## config.mk

```make
export PLATFORM = sky130hd
export DESIGN_NAME = sound_board
export DESIGN_NICKNAME = d
export VERILOG_FILES = /design/src/common/snd_pkg.sv /design/src/design/snd_decoder.sv /design/src/design/rom_arbiter.sv /design/src/pcm/pcm_player.sv /design/src/design/snd_mixer.sv /design/src/design/sound_board.sv
export VERILOG_INCLUDE_DIRS = /design/src /design/src/common
export SDC_FILE = /design/constraint.sdc
export NUM_CORES = 1
export LEC_CHECK = 0
export ABC_AREA = 0
export CORE_AREA = 5 5 141 143
export DETAILED_ROUTE_END_ITERATION = 16
export DIE_AREA = 0 0 146 148
export DONT_BUFFER_PORTS = 1
export PLACE_DENSITY = 0.56
export SLEW_MARGIN = 15
export SYNTH_ARGS = -nofsm -noshare
export SYNTH_HDL_FRONTEND = slang
export SYNTH_HIERARCHICAL = 1
export SYNTH_SLANG_ARGS = --single-unit
```

## constraint.sdc

```tcl
create_clock -name clk -period 7.5 [get_ports clk]
set_clock_uncertainty 0.2 [all_clocks]
set_input_delay 1.5 -clock clk [delete_from_list [all_inputs] [get_ports clk]]
set_output_delay 1.5 -clock clk [all_outputs]
set_load 0.02 [all_outputs]
```

## src/common/snd_params.svh

```systemverilog
`ifndef SND_PARAMS_SVH
`define SND_PARAMS_SVH

// Program ROM
`define SND_ROM_AW      19
`define SND_BANK_BASE   19'h10000
`define SND_PCM_BASE    19'h60000

// I/O port codes on address bits 7:6
`define SND_IO_FM       2'd0
`define SND_IO_MISC     2'd1
`define SND_IO_PCM      2'd2
`define SND_IO_MAPPER   2'd3

// Mixer gains in 4.4 fixed point
`define SND_FM_GAIN     8'h08
`define SND_PCM_GAIN0   8'h02
`define SND_PCM_GAIN1   8'h04
`define SND_PCM_GAIN2   8'h08
`define SND_PCM_GAIN3   8'h14

`endif

```

## src/common/snd_pkg.sv

```systemverilog
`include "snd_params.svh"

package snd_pkg;

    // Program ROM bank layouts, chosen per game
    typedef enum logic [1:0] {
        BANK_LINEAR = 2'd0,  // 5521 and 5704
        BANK_SWAP   = 2'd1,  // 5797
        BANK_ONEHOT = 2'd2   // 5358
    } bank_mode_t;

    // Device currently addressed on the sound CPU bus
    typedef enum logic [2:0] {
        DEV_NONE   = 3'd0,
        DEV_ROM    = 3'd1,
        DEV_BANK   = 3'd2,
        DEV_FM     = 3'd3,
        DEV_MISC   = 3'd4,
        DEV_PCM    = 3'd5,
        DEV_MAPPER = 3'd6
    } dev_sel_t;

    // One requester's view of the shared ROM port
    typedef struct packed {
        logic                   req;
        logic [`SND_ROM_AW-1:0] addr;
    } rom_req_t;

endpackage

```

## src/design/snd_decoder.sv

```systemverilog
`timescale 1ns/1ps
`include "snd_params.svh"

module snd_decoder (
    input  logic                 clk,
    input  logic                 rst,
    input  logic [15:0]          addr,
    input  logic                 mreq_n,
    input  logic                 iorq_n,
    input  logic                 m1_n,
    input  logic                 rd_n,
    input  logic                 wr_n,
    input  logic [7:0]           cpu_dout,
    input  logic [7:0]           game_id,
    input  logic [7:0]           mapper_dout,
    input  logic                 pcm_busy_n,
    input  logic [7:0]           rom_data,
    input  logic                 cpu_rom_grant_ok,
    output logic [7:0]           cpu_din,
    output snd_pkg::rom_req_t    cpu_rom_req,
    output logic                 cpu_rom_ok,
    output logic                 mapper_rd,
    output logic                 mapper_wr,
    output logic [7:0]           mapper_din,
    output logic                 fm_cs,
    output logic                 fm_a0,
    output logic                 pcm_cs,
    output logic                 pcm_rst,
    output logic                 pcm_mdn
);
    import snd_pkg::*;

    logic                   rom_sel, bank_sel, fm_sel, misc_sel, pcm_sel, mapper_sel;
    logic                   rom_rd;
    logic                   rom_done;
    logic [5:0]             bank_bits;
    logic [`SND_ROM_AW-1:0] rom_addr_c;
    bank_mode_t             bank_mode;
    dev_sel_t               dev;

    // Memory map
    assign rom_sel  = !mreq_n && !addr[15];
    assign bank_sel = !mreq_n && addr[15:12] >= 4'h8 && addr[15:12] < 4'he;
    assign rom_rd   = (rom_sel || bank_sel) && !rd_n;

    always_comb begin
        {fm_sel, misc_sel, pcm_sel, mapper_sel} = 4'b0000;
        if (!iorq_n && m1_n) begin
            case (addr[7:6])
                `SND_IO_FM:   fm_sel   = 1'b1;
                `SND_IO_MISC: misc_sel = 1'b1;
                `SND_IO_PCM:  pcm_sel  = 1'b1;
                default:      mapper_sel = 1'b1;
            endcase
        end else begin
            mapper_sel = !mreq_n && addr[15:11] == 5'b11101;  // 0xE800 window
        end
    end

    always_comb begin
        dev = DEV_NONE;
        if (rom_sel)         dev = DEV_ROM;
        else if (bank_sel)   dev = DEV_BANK;
        else if (fm_sel)     dev = DEV_FM;
        else if (misc_sel)   dev = DEV_MISC;
        else if (pcm_sel)    dev = DEV_PCM;
        else if (mapper_sel) dev = DEV_MAPPER;
    end

    always_comb begin
        casez (game_id[7:3])
            5'b001??: bank_mode = BANK_SWAP;
            5'b0001?: bank_mode = BANK_ONEHOT;
            default:  bank_mode = BANK_LINEAR;
        endcase
    end

    // Banked address replaces upper fields of the CPU address
    always_comb begin
        rom_addr_c = {4'd0, addr[14:0]};
        if (bank_sel) begin
            case (bank_mode)
                BANK_SWAP: rom_addr_c[18:14] = {bank_bits[3], bank_bits[4], bank_bits[2:0]};
                BANK_ONEHOT: begin
                    rom_addr_c[15:14] = bank_bits[1:0];
                    case (~bank_bits[5:2])  // One ROM chip enable per socket
                        4'b1000: rom_addr_c[17:16] = 2'd3;
                        4'b0100: rom_addr_c[17:16] = 2'd2;
                        4'b0010: rom_addr_c[17:16] = 2'd1;
                        default: rom_addr_c[17:16] = 2'd0;
                    endcase
                end
                default: rom_addr_c[17:14] = bank_bits[3:0];
            endcase
            rom_addr_c = rom_addr_c + `SND_BANK_BASE;
        end
    end

    assign cpu_rom_req = '{req: rom_rd && !rom_done, addr: rom_addr_c};
    assign cpu_rom_ok  = rom_done;

    // Byte stays valid until the CPU drops the access
    always_ff @(posedge clk, posedge rst) begin
        if (rst) begin
            rom_done <= 1'b0;
        end else if (!rom_rd) begin
            rom_done <= 1'b0;
        end else if (cpu_rom_grant_ok) begin
            rom_done <= 1'b1;
        end
    end

    always_ff @(posedge clk, posedge rst) begin
        if (rst) begin
            bank_bits <= 6'd0;
            pcm_rst   <= 1'b1;
            pcm_mdn   <= 1'b1;
        end else if (misc_sel && !wr_n) begin
            bank_bits <= cpu_dout[5:0];
            pcm_rst   <= ~cpu_dout[6];
            pcm_mdn   <= ~cpu_dout[7];  // Latched mode, player runs as slave
        end
    end

    always_ff @(posedge clk) begin
        case (dev)
            DEV_ROM, DEV_BANK: begin
                if (cpu_rom_grant_ok) cpu_din <= rom_data;
            end
            DEV_PCM:    cpu_din <= {pcm_busy_n, 7'h7f};
            DEV_MAPPER: cpu_din <= mapper_dout;
            default:    cpu_din <= 8'hff;  // FM, misc and unmapped
        endcase
    end

    assign mapper_rd  = mapper_sel && !rd_n;
    assign mapper_wr  = mapper_sel && !wr_n;
    assign mapper_din = cpu_dout;
    assign fm_cs      = fm_sel;
    assign fm_a0      = addr[0];
    assign pcm_cs     = pcm_sel;

    a_one_device: assert property (@(posedge clk) disable iff (rst)
        $onehot0({rom_sel, bank_sel, fm_sel, misc_sel, pcm_sel, mapper_sel}));

endmodule

```

## src/design/rom_arbiter.sv

```systemverilog
`timescale 1ns/1ps
`include "snd_params.svh"

module rom_arbiter (
    input  logic                   clk,
    input  logic                   rst,
    input  snd_pkg::rom_req_t      cpu_req,
    input  snd_pkg::rom_req_t      pcm_req,
    input  logic [7:0]             rom_data,
    input  logic                   rom_ok,
    output logic                   rom_cs,
    output logic [`SND_ROM_AW-1:0] rom_addr,
    output logic                   cpu_ok,
    output logic                   pcm_ok
);

    typedef enum logic [1:0] {
        OWN_IDLE = 2'd0,
        OWN_CPU  = 2'd1,
        OWN_PCM  = 2'd2
    } owner_t;

    owner_t owner;
    logic   ok_d;
    logic   confirmed;

    // Data counts only after two consecutive ok cycles
    assign confirmed = rom_ok && ok_d;
    assign rom_cs    = owner != OWN_IDLE;
    assign cpu_ok    = owner == OWN_CPU && confirmed;
    assign pcm_ok    = owner == OWN_PCM && confirmed;

    always_ff @(posedge clk, posedge rst) begin
        if (rst) begin
            owner <= OWN_IDLE;
            ok_d  <= 1'b0;
        end else begin
            ok_d <= rom_cs && rom_ok && !confirmed;
            case (owner)
                OWN_IDLE: begin
                    if (cpu_req.req)      owner <= OWN_CPU;  // CPU first
                    else if (pcm_req.req) owner <= OWN_PCM;
                end
                default: begin
                    if (confirmed) owner <= OWN_IDLE;
                end
            endcase
        end
    end

    // Address captured at grant and held for the whole access
    always_ff @(posedge clk) begin
        if (owner == OWN_IDLE) begin
            rom_addr <= cpu_req.req ? cpu_req.addr : pcm_req.addr;
        end
    end

    a_ok_exclusive: assert property (@(posedge clk) disable iff (rst)
        !(cpu_ok && pcm_ok));

    a_addr_stable: assert property (@(posedge clk) disable iff (rst)
        rom_cs |=> (!rom_cs || $stable(rom_addr)));

    a_data_known: assert property (@(posedge clk) disable iff (rst)
        confirmed && rom_cs |-> !$isunknown(rom_data));

endmodule

```

## src/pcm/pcm_player.sv

```systemverilog
`timescale 1ns/1ps
`include "snd_params.svh"

module pcm_player (
    input  logic                clk,
    input  logic                rst,
    input  logic                pcm_rst,
    input  logic                cen_pcm,
    input  logic                cs,
    input  logic                wr_n,
    input  logic [7:0]          din,
    input  logic [7:0]          rom_data,
    input  logic                rom_ok,
    output snd_pkg::rom_req_t   rom_req,
    output logic                busy_n,
    output logic signed [7:0]   sample
);

    logic                   playing;
    logic                   pending;
    logic                   wr_d;
    logic                   start;
    logic [`SND_ROM_AW-1:0] ptr;

    // One start per write strobe, however long it is held
    assign start   = cs && !wr_n && !wr_d;
    assign busy_n  = !playing;
    assign rom_req = '{req: pending, addr: ptr};

    always_ff @(posedge clk, posedge rst) begin
        if (rst) begin
            wr_d <= 1'b0;
        end else begin
            wr_d <= cs && !wr_n;
        end
    end

    always_ff @(posedge clk, posedge rst) begin
        if (rst) begin
            playing <= 1'b0;
            pending <= 1'b0;
            sample  <= 8'sd0;
        end else if (pcm_rst) begin
            playing <= 1'b0;
            pending <= 1'b0;
            sample  <= 8'sd0;
        end else begin
            if (start) begin
                playing <= 1'b1;
            end else if (playing && cen_pcm && !pending) begin
                pending <= 1'b1;  // A late fetch keeps the old sample
            end
            if (pending && rom_ok) begin
                pending <= 1'b0;
                if (rom_data == 8'h00) begin
                    playing <= 1'b0;  // End marker
                    sample  <= 8'sd0;
                end else begin
                    sample  <= {~rom_data[7], rom_data[6:0]};  // Offset binary to signed
                end
            end
        end
    end

    // Sample n lives at base + n * 256
    always_ff @(posedge clk) begin
        if (start && !pcm_rst) begin
            ptr <= `SND_PCM_BASE + {3'd0, din, 8'h00};
        end else if (pending && rom_ok) begin
            ptr <= ptr + 1'b1;
        end
    end

endmodule

```

## src/design/snd_mixer.sv

```systemverilog
`timescale 1ns/1ps
`include "snd_params.svh"

module snd_mixer (
    input  logic                clk,
    input  logic                rst,
    input  logic                fm_sample,
    input  logic [15:0]         fm_left,
    input  logic [15:0]         fm_right,
    input  logic signed [7:0]   pcm,
    input  logic [1:0]          fxlevel,
    input  logic                enable_fm,
    input  logic                enable_psg,
    output logic signed [15:0]  snd,
    output logic                peak
);

    logic [7:0]         fm_gain;
    logic [7:0]         pcm_gain;
    logic signed [24:0] left_prod;
    logic signed [24:0] right_prod;
    logic signed [16:0] pcm_prod;
    logic signed [26:0] mix_sum;
    logic signed [22:0] mix_shift;
    logic signed [15:0] mix_sat;
    logic               mix_over;

    assign fm_gain = enable_fm ? `SND_FM_GAIN : 8'h00;

    always_comb begin
        case (fxlevel)
            2'd0:    pcm_gain = `SND_PCM_GAIN0;
            2'd1:    pcm_gain = `SND_PCM_GAIN1;
            2'd2:    pcm_gain = `SND_PCM_GAIN2;
            default: pcm_gain = `SND_PCM_GAIN3;
        endcase
        if (!enable_psg) pcm_gain = 8'h00;
    end

    // Gains are unsigned 4.4, so a zero sign bit is prepended
    assign left_prod  = $signed(fm_left) * $signed({1'b0, fm_gain});
    assign right_prod = $signed(fm_right) * $signed({1'b0, fm_gain});
    assign pcm_prod   = pcm * $signed({1'b0, pcm_gain});
    assign mix_sum    = left_prod + right_prod + pcm_prod;
    assign mix_shift  = mix_sum[26:4];  // Drop the fraction

    always_comb begin
        mix_over = 1'b1;
        if (mix_shift > 23'sd32767) begin
            mix_sat = 16'sh7fff;
        end else if (mix_shift < -23'sd32768) begin
            mix_sat = 16'sh8000;
        end else begin
            mix_sat  = mix_shift[15:0];
            mix_over = 1'b0;
        end
    end

    always_ff @(posedge clk, posedge rst) begin
        if (rst) begin
            snd  <= 16'sd0;
            peak <= 1'b0;
        end else if (fm_sample) begin
            snd  <= mix_sat;
            peak <= mix_over;  // Held until the next sample
        end
    end

endmodule

```

## src/design/sound_board.sv

```systemverilog
`timescale 1ns/1ps
`include "snd_params.svh"

module sound_board (
    input  logic                   clk,
    input  logic                   rst,
    // Sound CPU bus
    input  logic [15:0]            addr,
    input  logic                   mreq_n,
    input  logic                   iorq_n,
    input  logic                   m1_n,
    input  logic                   rd_n,
    input  logic                   wr_n,
    input  logic [7:0]             cpu_dout,
    input  logic                   cen_snd,  // Clock enable of the external CPU
    output logic [7:0]             cpu_din,
    output logic                   cpu_rom_ok,
    output logic                   int_n,
    // Board options
    input  logic [7:0]             game_id,
    input  logic [1:0]             fxlevel,
    input  logic                   enable_fm,
    input  logic                   enable_psg,
    input  logic                   cen_pcm,
    // Main board mapper
    output logic                   mapper_rd,
    output logic                   mapper_wr,
    output logic [7:0]             mapper_din,
    input  logic [7:0]             mapper_dout,
    input  logic                   mapper_pbf,
    // Program ROM
    output logic                   rom_cs,
    output logic [`SND_ROM_AW-1:0] rom_addr,
    input  logic [7:0]             rom_data,
    input  logic                   rom_ok,
    // FM chip
    output logic                   fm_cs,
    output logic                   fm_a0,
    input  logic signed [15:0]     fm_left,
    input  logic signed [15:0]     fm_right,
    input  logic                   fm_sample,
    // Audio
    output logic signed [15:0]     snd,
    output logic                   peak
);
    import snd_pkg::*;

    rom_req_t          cpu_rom_req;
    rom_req_t          pcm_rom_req;
    logic              cpu_grant_ok;
    logic              pcm_grant_ok;
    logic              pcm_cs;
    logic              pcm_rst;
    logic              pcm_busy_n;
    logic signed [7:0] pcm_sample;

    assign int_n = ~mapper_pbf;  // Buffer full interrupts the CPU

    snd_decoder i_snd_decoder (
        .clk              ( clk          ),
        .rst              ( rst          ),
        .addr             ( addr         ),
        .mreq_n           ( mreq_n       ),
        .iorq_n           ( iorq_n       ),
        .m1_n             ( m1_n         ),
        .rd_n             ( rd_n         ),
        .wr_n             ( wr_n         ),
        .cpu_dout         ( cpu_dout     ),
        .game_id          ( game_id      ),
        .mapper_dout      ( mapper_dout  ),
        .pcm_busy_n       ( pcm_busy_n   ),
        .rom_data         ( rom_data     ),
        .cpu_rom_grant_ok ( cpu_grant_ok ),
        .cpu_din          ( cpu_din      ),
        .cpu_rom_req      ( cpu_rom_req  ),
        .cpu_rom_ok       ( cpu_rom_ok   ),
        .mapper_rd        ( mapper_rd    ),
        .mapper_wr        ( mapper_wr    ),
        .mapper_din       ( mapper_din   ),
        .fm_cs            ( fm_cs        ),
        .fm_a0            ( fm_a0        ),
        .pcm_cs           ( pcm_cs       ),
        .pcm_rst          ( pcm_rst      ),
        .pcm_mdn          (              )
    );

    rom_arbiter i_rom_arbiter (
        .clk      ( clk          ),
        .rst      ( rst          ),
        .cpu_req  ( cpu_rom_req  ),
        .pcm_req  ( pcm_rom_req  ),
        .rom_data ( rom_data     ),
        .rom_ok   ( rom_ok       ),
        .rom_cs   ( rom_cs       ),
        .rom_addr ( rom_addr     ),
        .cpu_ok   ( cpu_grant_ok ),
        .pcm_ok   ( pcm_grant_ok )
    );

    pcm_player i_pcm_player (
        .clk      ( clk          ),
        .rst      ( rst          ),
        .pcm_rst  ( pcm_rst      ),
        .cen_pcm  ( cen_pcm      ),
        .cs       ( pcm_cs       ),
        .wr_n     ( wr_n         ),
        .din      ( cpu_dout     ),
        .rom_data ( rom_data     ),
        .rom_ok   ( pcm_grant_ok ),
        .rom_req  ( pcm_rom_req  ),
        .busy_n   ( pcm_busy_n   ),
        .sample   ( pcm_sample   )
    );

    snd_mixer i_snd_mixer (
        .clk        ( clk        ),
        .rst        ( rst        ),
        .fm_sample  ( fm_sample  ),
        .fm_left    ( fm_left    ),
        .fm_right   ( fm_right   ),
        .pcm        ( pcm_sample ),
        .fxlevel    ( fxlevel    ),
        .enable_fm  ( enable_fm  ),
        .enable_psg ( enable_psg ),
        .snd        ( snd        ),
        .peak       ( peak       )
    );

endmodule

```

Yosys cells after proc, flatten, opt, wreduce, memory -nomap -nowiden --
Index checks and enable logic that the tools add are counted.
Operators by class: magnitude comparators 4, reductions and logical operators 46, mux-type cells 50, add/sub/neg operators 5, eq/ne operators 22, multipliers 3, bitwise operators 4
Operator list (number):
- $mux 19 | 4
- $mul 16x5->21 | 2
- $mux 16 | 2
- $mux 8 | 4
- $add 26x14->27 | 1
- $pmux 8 s3 | 1
- $gt 23x16->1 const B | 1
- $lt 23x16->1 const B | 1
- $add 21x21->22 | 1
- $mux 1 | 22
- $logic_and 1x1->1 | 21
- $add 18x17->19 const A | 1
- $add 19x1->19 const B | 1
- $add 19x17->19 const B | 1
- $mux 3 | 6
- $pmux 5 s3 | 1
- $mul 8x6->14 | 1
- $logic_not 1->1 | 11
- $eq 2x1->1 const B | 4
- $eq 2x2->1 const B | 4
- $logic_not 8->1 | 1
- $mux 2 | 4
- $mux 4 | 2
- $pmux 4 s2 | 1
- other kinds (25) | 36
Word-level totals: output and inout bits 59, bits in registers 85, word-level logic and storage cells 148, input port bits 96

Longest topological paths before layout --
depth after elaboration 13, mapped depth 25, gate-level depth less buffers 22

Cells and area by module --
Netlist, hierarchy kept.
Modules (own cells, without submodules):
- snd_mixer | area an instance 4317.9 um2, seq. area each 425.4 um2, cells each 499, instances 1
- pcm_player | area an instance 1640.3 um2, seq. area each 845.8 um2, cells each 158, instances 1
- snd_decoder | area an instance 1251.2 um2, seq. area each 467.9 um2, cells each 125, instances 1
- rom_arbiter | area an instance 955.9 um2, seq. area each 645.6 um2, cells each 54, instances 1
- sound_board | area an instance 3.8 um2, seq. area each 0.0 um2, cells each 1, instances 1

Least setup slack after synthesis --
No wires, ideal clock.
path kind input port to flip-flop, from input port fxlevel[0], to register i_snd_mixer.snd[14], required time 7.159 ns, data arrival time 7.088 ns, path buffers 2, cell stages on the path 23, setup slack 0.070 ns, library setup time 0.141 ns, cell sequence clkbuf_1 > and3b_1 > clkbuf_1 > and2_1 > fa_1 > inv_1 > fa_1 > inv_1 > ha_1 > inv_1 > fa_1 > fa_1 > inv_1 > fa_1 > ha_1 > fa_1 > a211oi_2 > o21ai_1 > a31oi_1 > o31a_1 > nand2_2 > o31ai_4 > a31oi_1
Between the ends: longest elaborated chain between the ends 8, elaborated cells on any way between the ends 11, those cells by class 1 x add/sub; 1 x mul; 2 x order compare; 2 x eq/ne; 4 x mux; 1 x reduce/logical
Ends and longest elaborated chain:
- start: declaration | RTL line sound_board.sv:21 | input logic [1:0] fxlevel,
- $eq 2x2->1, or another cell as far along | RTL line snd_mixer.sv:31 | case (fxlevel)
- $pmux 5 s3 (*) | RTL line snd_mixer.sv:31
- $mux 5 (*) | RTL line snd_mixer.sv:37 | if (!enable_psg) pcm_gain = 8'h00;
- $mul 8x6->14 (*) | RTL line snd_mixer.sv:43 | assign pcm_prod = pcm * $signed({1'b0, pcm_gain});
- $add 26x14->27 (*) | RTL line snd_mixer.sv:44 | assign mix_sum = left_prod + right_prod + pcm_prod;
- $lt 23x16->1 | RTL line snd_mixer.sv:51 | end else if (mix_shift < -23'sd32768) begin
- $mux 16 | RTL line snd_mixer.sv:51
- $mux 16 (*) | RTL line snd_mixer.sv:49 | if (mix_shift > 23'sd32767) begin
- end signal: assignment | RTL line snd_mixer.sv:64 | snd <= mix_sat;
- end: declaration | RTL line snd_mixer.sv:14 | output logic signed [15:0] snd,
Every way passes the cells marked *; elsewhere a longest branch is shown, timed or not. A chain may end at the register's enable or synchronous reset.

Final worst setup path --
from input port fxlevel[0], to register i_snd_mixer.snd[3]
The elaborated chain is that of the path after synthesis.

==> results <==
- The launch instance of the worst min-delay path is i_rom_arbiter/ok_d$_DFF_PP0_.
- Once detail routing completed, the nets flagged for antenna violations numbered 0.
- In this run the critical register-to-register path is launched from i_pcm_player/sample[3]$_DFFE_PP0N_.
- The number of DRC markers after the initial detailed-route iteration is 224.
- Setup violations remaining at the end of the flow were counted as 0.
- The number of failing hold endpoints at the final stage came to 0.
- The final critical-path share of the clock period is 0.9494.
- The total track usage is 0.1669.
- The max-cap violation count is 0.
- Setup repair after global routing left no endpoint under its margin.
- For met1 alone, demand over resource in global routing was 0.2053.
- The actual transition at the worst max-transition pin is 0.8414 ns.
- In this run the worst setup path begins at fxlevel[0].
- The final RePlAce weighted congestion is 0.8184.
- The static power due to leakage is 0.003943 uW.
- For this run the aggregate overflow at the end of global routing stands at 0.
- The type of the worst setup path is in -> reg.
- The area growth from synthesis to layout is 4.553%.
- Counting cells, the worst reg-to-reg path comes to 20.
- The count of vias placed by the detailed router is 5712.
- Dividing the detail-routed via count by the number of cells gives 5.471.
- The wire length of the first global-routing pass is 29600 um.
- The clock transition at the registers of the reported paths is 0.06 ns.
- Dividing the synthesized area by the synthesized cell count gives 9.753 um^2.
- Fill cells in the final layout number 1765.
- Along the worst hold path, the cell count comes to 1.
- The worst min-delay path class is reg -> reg.
- The maximum number of pins on one net before global-route repair is 40.
- The floorplan step set the die height to 148 um.
- The maximum ir drop on the vdd rail is 0.1051 mV.
- In the synthesized netlist, the number of instances is 834.
- The worst setup path is captured at a flop.
- The CTS buffer count is 9.
- The required arrival time at the worst endpoint is 7.50 ns.
- The highest attainable clock frequency is 0.1404 GHz.
- The number of antenna violations at the first check in global routing is 3.
- The worst path needs 7.121 ns of the cycle, external delays included.
- In the final routed layout, each cell accounts on average for 16.77 um.
- The worst setup path is launched from an input pin.
- Detailed placement finished with a half-perimeter wire length of 14530 um.
- The die outline width is 146 um.
- The data arrival time of the worst path is 7.12 ns.
- The number of levels the H-tree was split into is 3.
- The floorplan has 50 rows.
- Counting every net in the synthesized netlist gives 1062.
- The relative slew slack is 0.4377.
- The final number of max-transition violations is 0.
- In this run the worst path has a maximum fanout of 10.
- The count of yosys warnings during synthesis is 6.
- For this run, global-route usage on met3 was measured as 0.05579.
- Summing every instance area after synthesis gives 8134 um^2.
- For this design the ratio of total power to cell area is 193.1 nW/um^2.
- The total die area is 21610 um^2.
- The fraction of final layout cells sized beyond drive strength 1 is 0.1163.
- In the routed design, unresolved DRC markers number 0.
- The total clock sinks is 85.
- TritonCTS built the clock tree.
- The number of nets at the end of the flow is 1031.
- The library cell used as clock root buffer is sky130_fd_sc_hd__clkbuf_16.
- The met2 track utilization from global routing is 0.2843.
- The effective utilization at floorplan is 0.4407.
- 155 I/O pins were placed.
- During placement, the flow inserted port buffers numbering 0.
- The number of search-and-repair iterations in the first detailed-routing pass is 4.
- The via count of the first global-routing pass was 6051.
- Once placement completed, the tool counted placed cells totaling 1026.
- The clock passes through at most 2 buffers.
- The overall routed net length is 17500 um.
- The global routing stage identified its most utilized layer as met2.
- The worst-skew pair later-pin latency is 0.35 ns.
- The number of cells in the finished layout apart from fillers is 1044.
- The region available for standard cell placement spans 18460 um^2.
- The final total negative setup slack is 0 ns.
- The run finished with clean final reports.
==> metal layers <==
layer | wire (um) | part of all wire
met3 | 1285 | 0.073
met2 | 8401 | 0.48
met1 | 7584 | 0.43
met4 | 224 | 0.013
met5 | 7 | 0.00040
==> layout make-up <==
class	count	area, um^2	share of cell area
Timing Repair Buffer	15	137.6	0.01618
Clock buffer	11	254.0	0.02987
Multi-Input combinational cell	577	5001	0.5881
Clock inverter	5	23.77	0.002795
Sequential cell	85	2359	0.2773
Tap cell	234	292.8	0.03443
Antenna cell	2	5.005	0.0005885
Inverter	115	431.7	0.05076
==> cells in the final DEF, fill, tap and decap left out, types with 4 or more instances in the layout <==
master,instances
sky130_fd_sc_hd__nor2b_1,14
sky130_fd_sc_hd__clkinv_2,4
sky130_fd_sc_hd__buf_4,13
sky130_fd_sc_hd__nand3_1,9
sky130_fd_sc_hd__nor3_1,7
sky130_fd_sc_hd__o2111ai_1,6
sky130_fd_sc_hd__a21oi_1,37
sky130_fd_sc_hd__xor2_1,11
sky130_fd_sc_hd__and2_1,38
sky130_fd_sc_hd__a221o_1,9
sky130_fd_sc_hd__a21o_1,8
sky130_fd_sc_hd__o21ai_1,8
sky130_fd_sc_hd__dfrtp_1,38
sky130_fd_sc_hd__nand3b_1,4
sky130_fd_sc_hd__nor3b_1,6
sky130_fd_sc_hd__clkbuf_16,10
sky130_fd_sc_hd__nor2_1,37
sky130_fd_sc_hd__o21ai_2,5
sky130_fd_sc_hd__and3_1,12
sky130_fd_sc_hd__nand4_1,6
sky130_fd_sc_hd__inv_1,115
sky130_fd_sc_hd__o211ai_1,6
sky130_fd_sc_hd__a221oi_1,10
sky130_fd_sc_hd__xnor2_1,15
sky130_fd_sc_hd__ha_1,90
sky130_fd_sc_hd__nand2b_1,5
sky130_fd_sc_hd__nand2_1,69
sky130_fd_sc_hd__a31oi_1,9
sky130_fd_sc_hd__or3_1,4
sky130_fd_sc_hd__edfxtp_1,46
sky130_fd_sc_hd__o21ai_0,16
sky130_fd_sc_hd__mux2_2,23
sky130_fd_sc_hd__fa_1,42
==> stage by stage <==
step | setup WS [ns] | hold WS [ns] | power, uW | utilization | instance area [um^2]
2_1_floorplan | 0.07048 | 0.2090 | 1125 | - | 8134
3_3_place_gp | -0.1618 | 0.2232 | 1229 | 0.4449 | 8212
3_5_place_dp | -0.2072 | 0.2286 | 1245 | 0.4449 | 8212
4_1_cts | 0.06772 | 0.2378 | 1665 | 0.4600 | 8489
5_1_grt | 0.03764 | 0.2619 | 1755 | 0.4608 | 8504
6_report | 0.3791 | 0.2321 | 1642 | 0.4608 | 8504
==> critical path, cell delays in order <==
cell and delay, ns:
sky130_fd_sc_hd__and3b_1 0.32, sky130_fd_sc_hd__nand2_1 0.11, sky130_fd_sc_hd__fa_1 0.50, sky130_fd_sc_hd__inv_1 0.04
sky130_fd_sc_hd__ha_1 0.27, sky130_fd_sc_hd__inv_1 0.05, sky130_fd_sc_hd__fa_1 0.47, sky130_fd_sc_hd__inv_1 0.05
sky130_fd_sc_hd__fa_1 0.53, sky130_fd_sc_hd__inv_1 0.05, sky130_fd_sc_hd__fa_1 0.50, sky130_fd_sc_hd__fa_1 0.55
sky130_fd_sc_hd__inv_1 0.04, sky130_fd_sc_hd__ha_1 0.30, sky130_fd_sc_hd__buf_4 0.16, sky130_fd_sc_hd__a211oi_2 0.27
sky130_fd_sc_hd__o21ai_1 0.11, sky130_fd_sc_hd__a31oi_1 0.34, sky130_fd_sc_hd__o31a_1 0.25, sky130_fd_sc_hd__nand2_2 0.13
sky130_fd_sc_hd__o311ai_4 0.41, sky130_fd_sc_hd__o2111ai_1 0.17
==> path summary, 6_finish.rpt <==
| check | endpoint | slack [ns] |
|---|---|---|
| setup / recovery | i_snd_mixer/snd[3]$_DFFE_PP0P_ | 0.38 |
| hold / removal | i_rom_arbiter/ok_d$_DFF_PP0_ | 0.23 |
| setup reg to reg | i_snd_mixer/snd[3]$_DFFE_PP0P_ | 1.37 |
| hold reg to reg | i_rom_arbiter/ok_d$_DFF_PP0_ | 0.23 |
| max in group asynchronous | i_snd_mixer/snd[15]$_DFFE_PP0P_ | 5.72 |
| min in group asynchronous | i_rom_arbiter/ok_d$_DFF_PP0_ | 0.71 |
==> power breakdown <==
part	leakage [uW]	switching [uW]	internal (uW)
Sequential	0.000921	157	607
Combinational	0.00288	271	192
Clock	0.000142	175	241
==> repair_timing <==
| item | in CTS | in global routing |
|---|---|---|
| endpoints found under the setup margin | 0 | 6 |
| hold buffers | 0 | 0 |
| resized for setup | 0 | 1 |
| setup buffers | 0 | 0 |
==> flip-flops by register name, summed over array words and instances, names as in the netlist, 2 cells and up <==
name	cells
i_snd_decoder/bank_bits	6
i_rom_arbiter/owner	2
i_snd_mixer/snd	16
i_snd_decoder/cpu_din	8
i_pcm_player/ptr	19
i_rom_arbiter/rom_addr	19
i_pcm_player/sample	8
(Power assumes the default switching activity.)
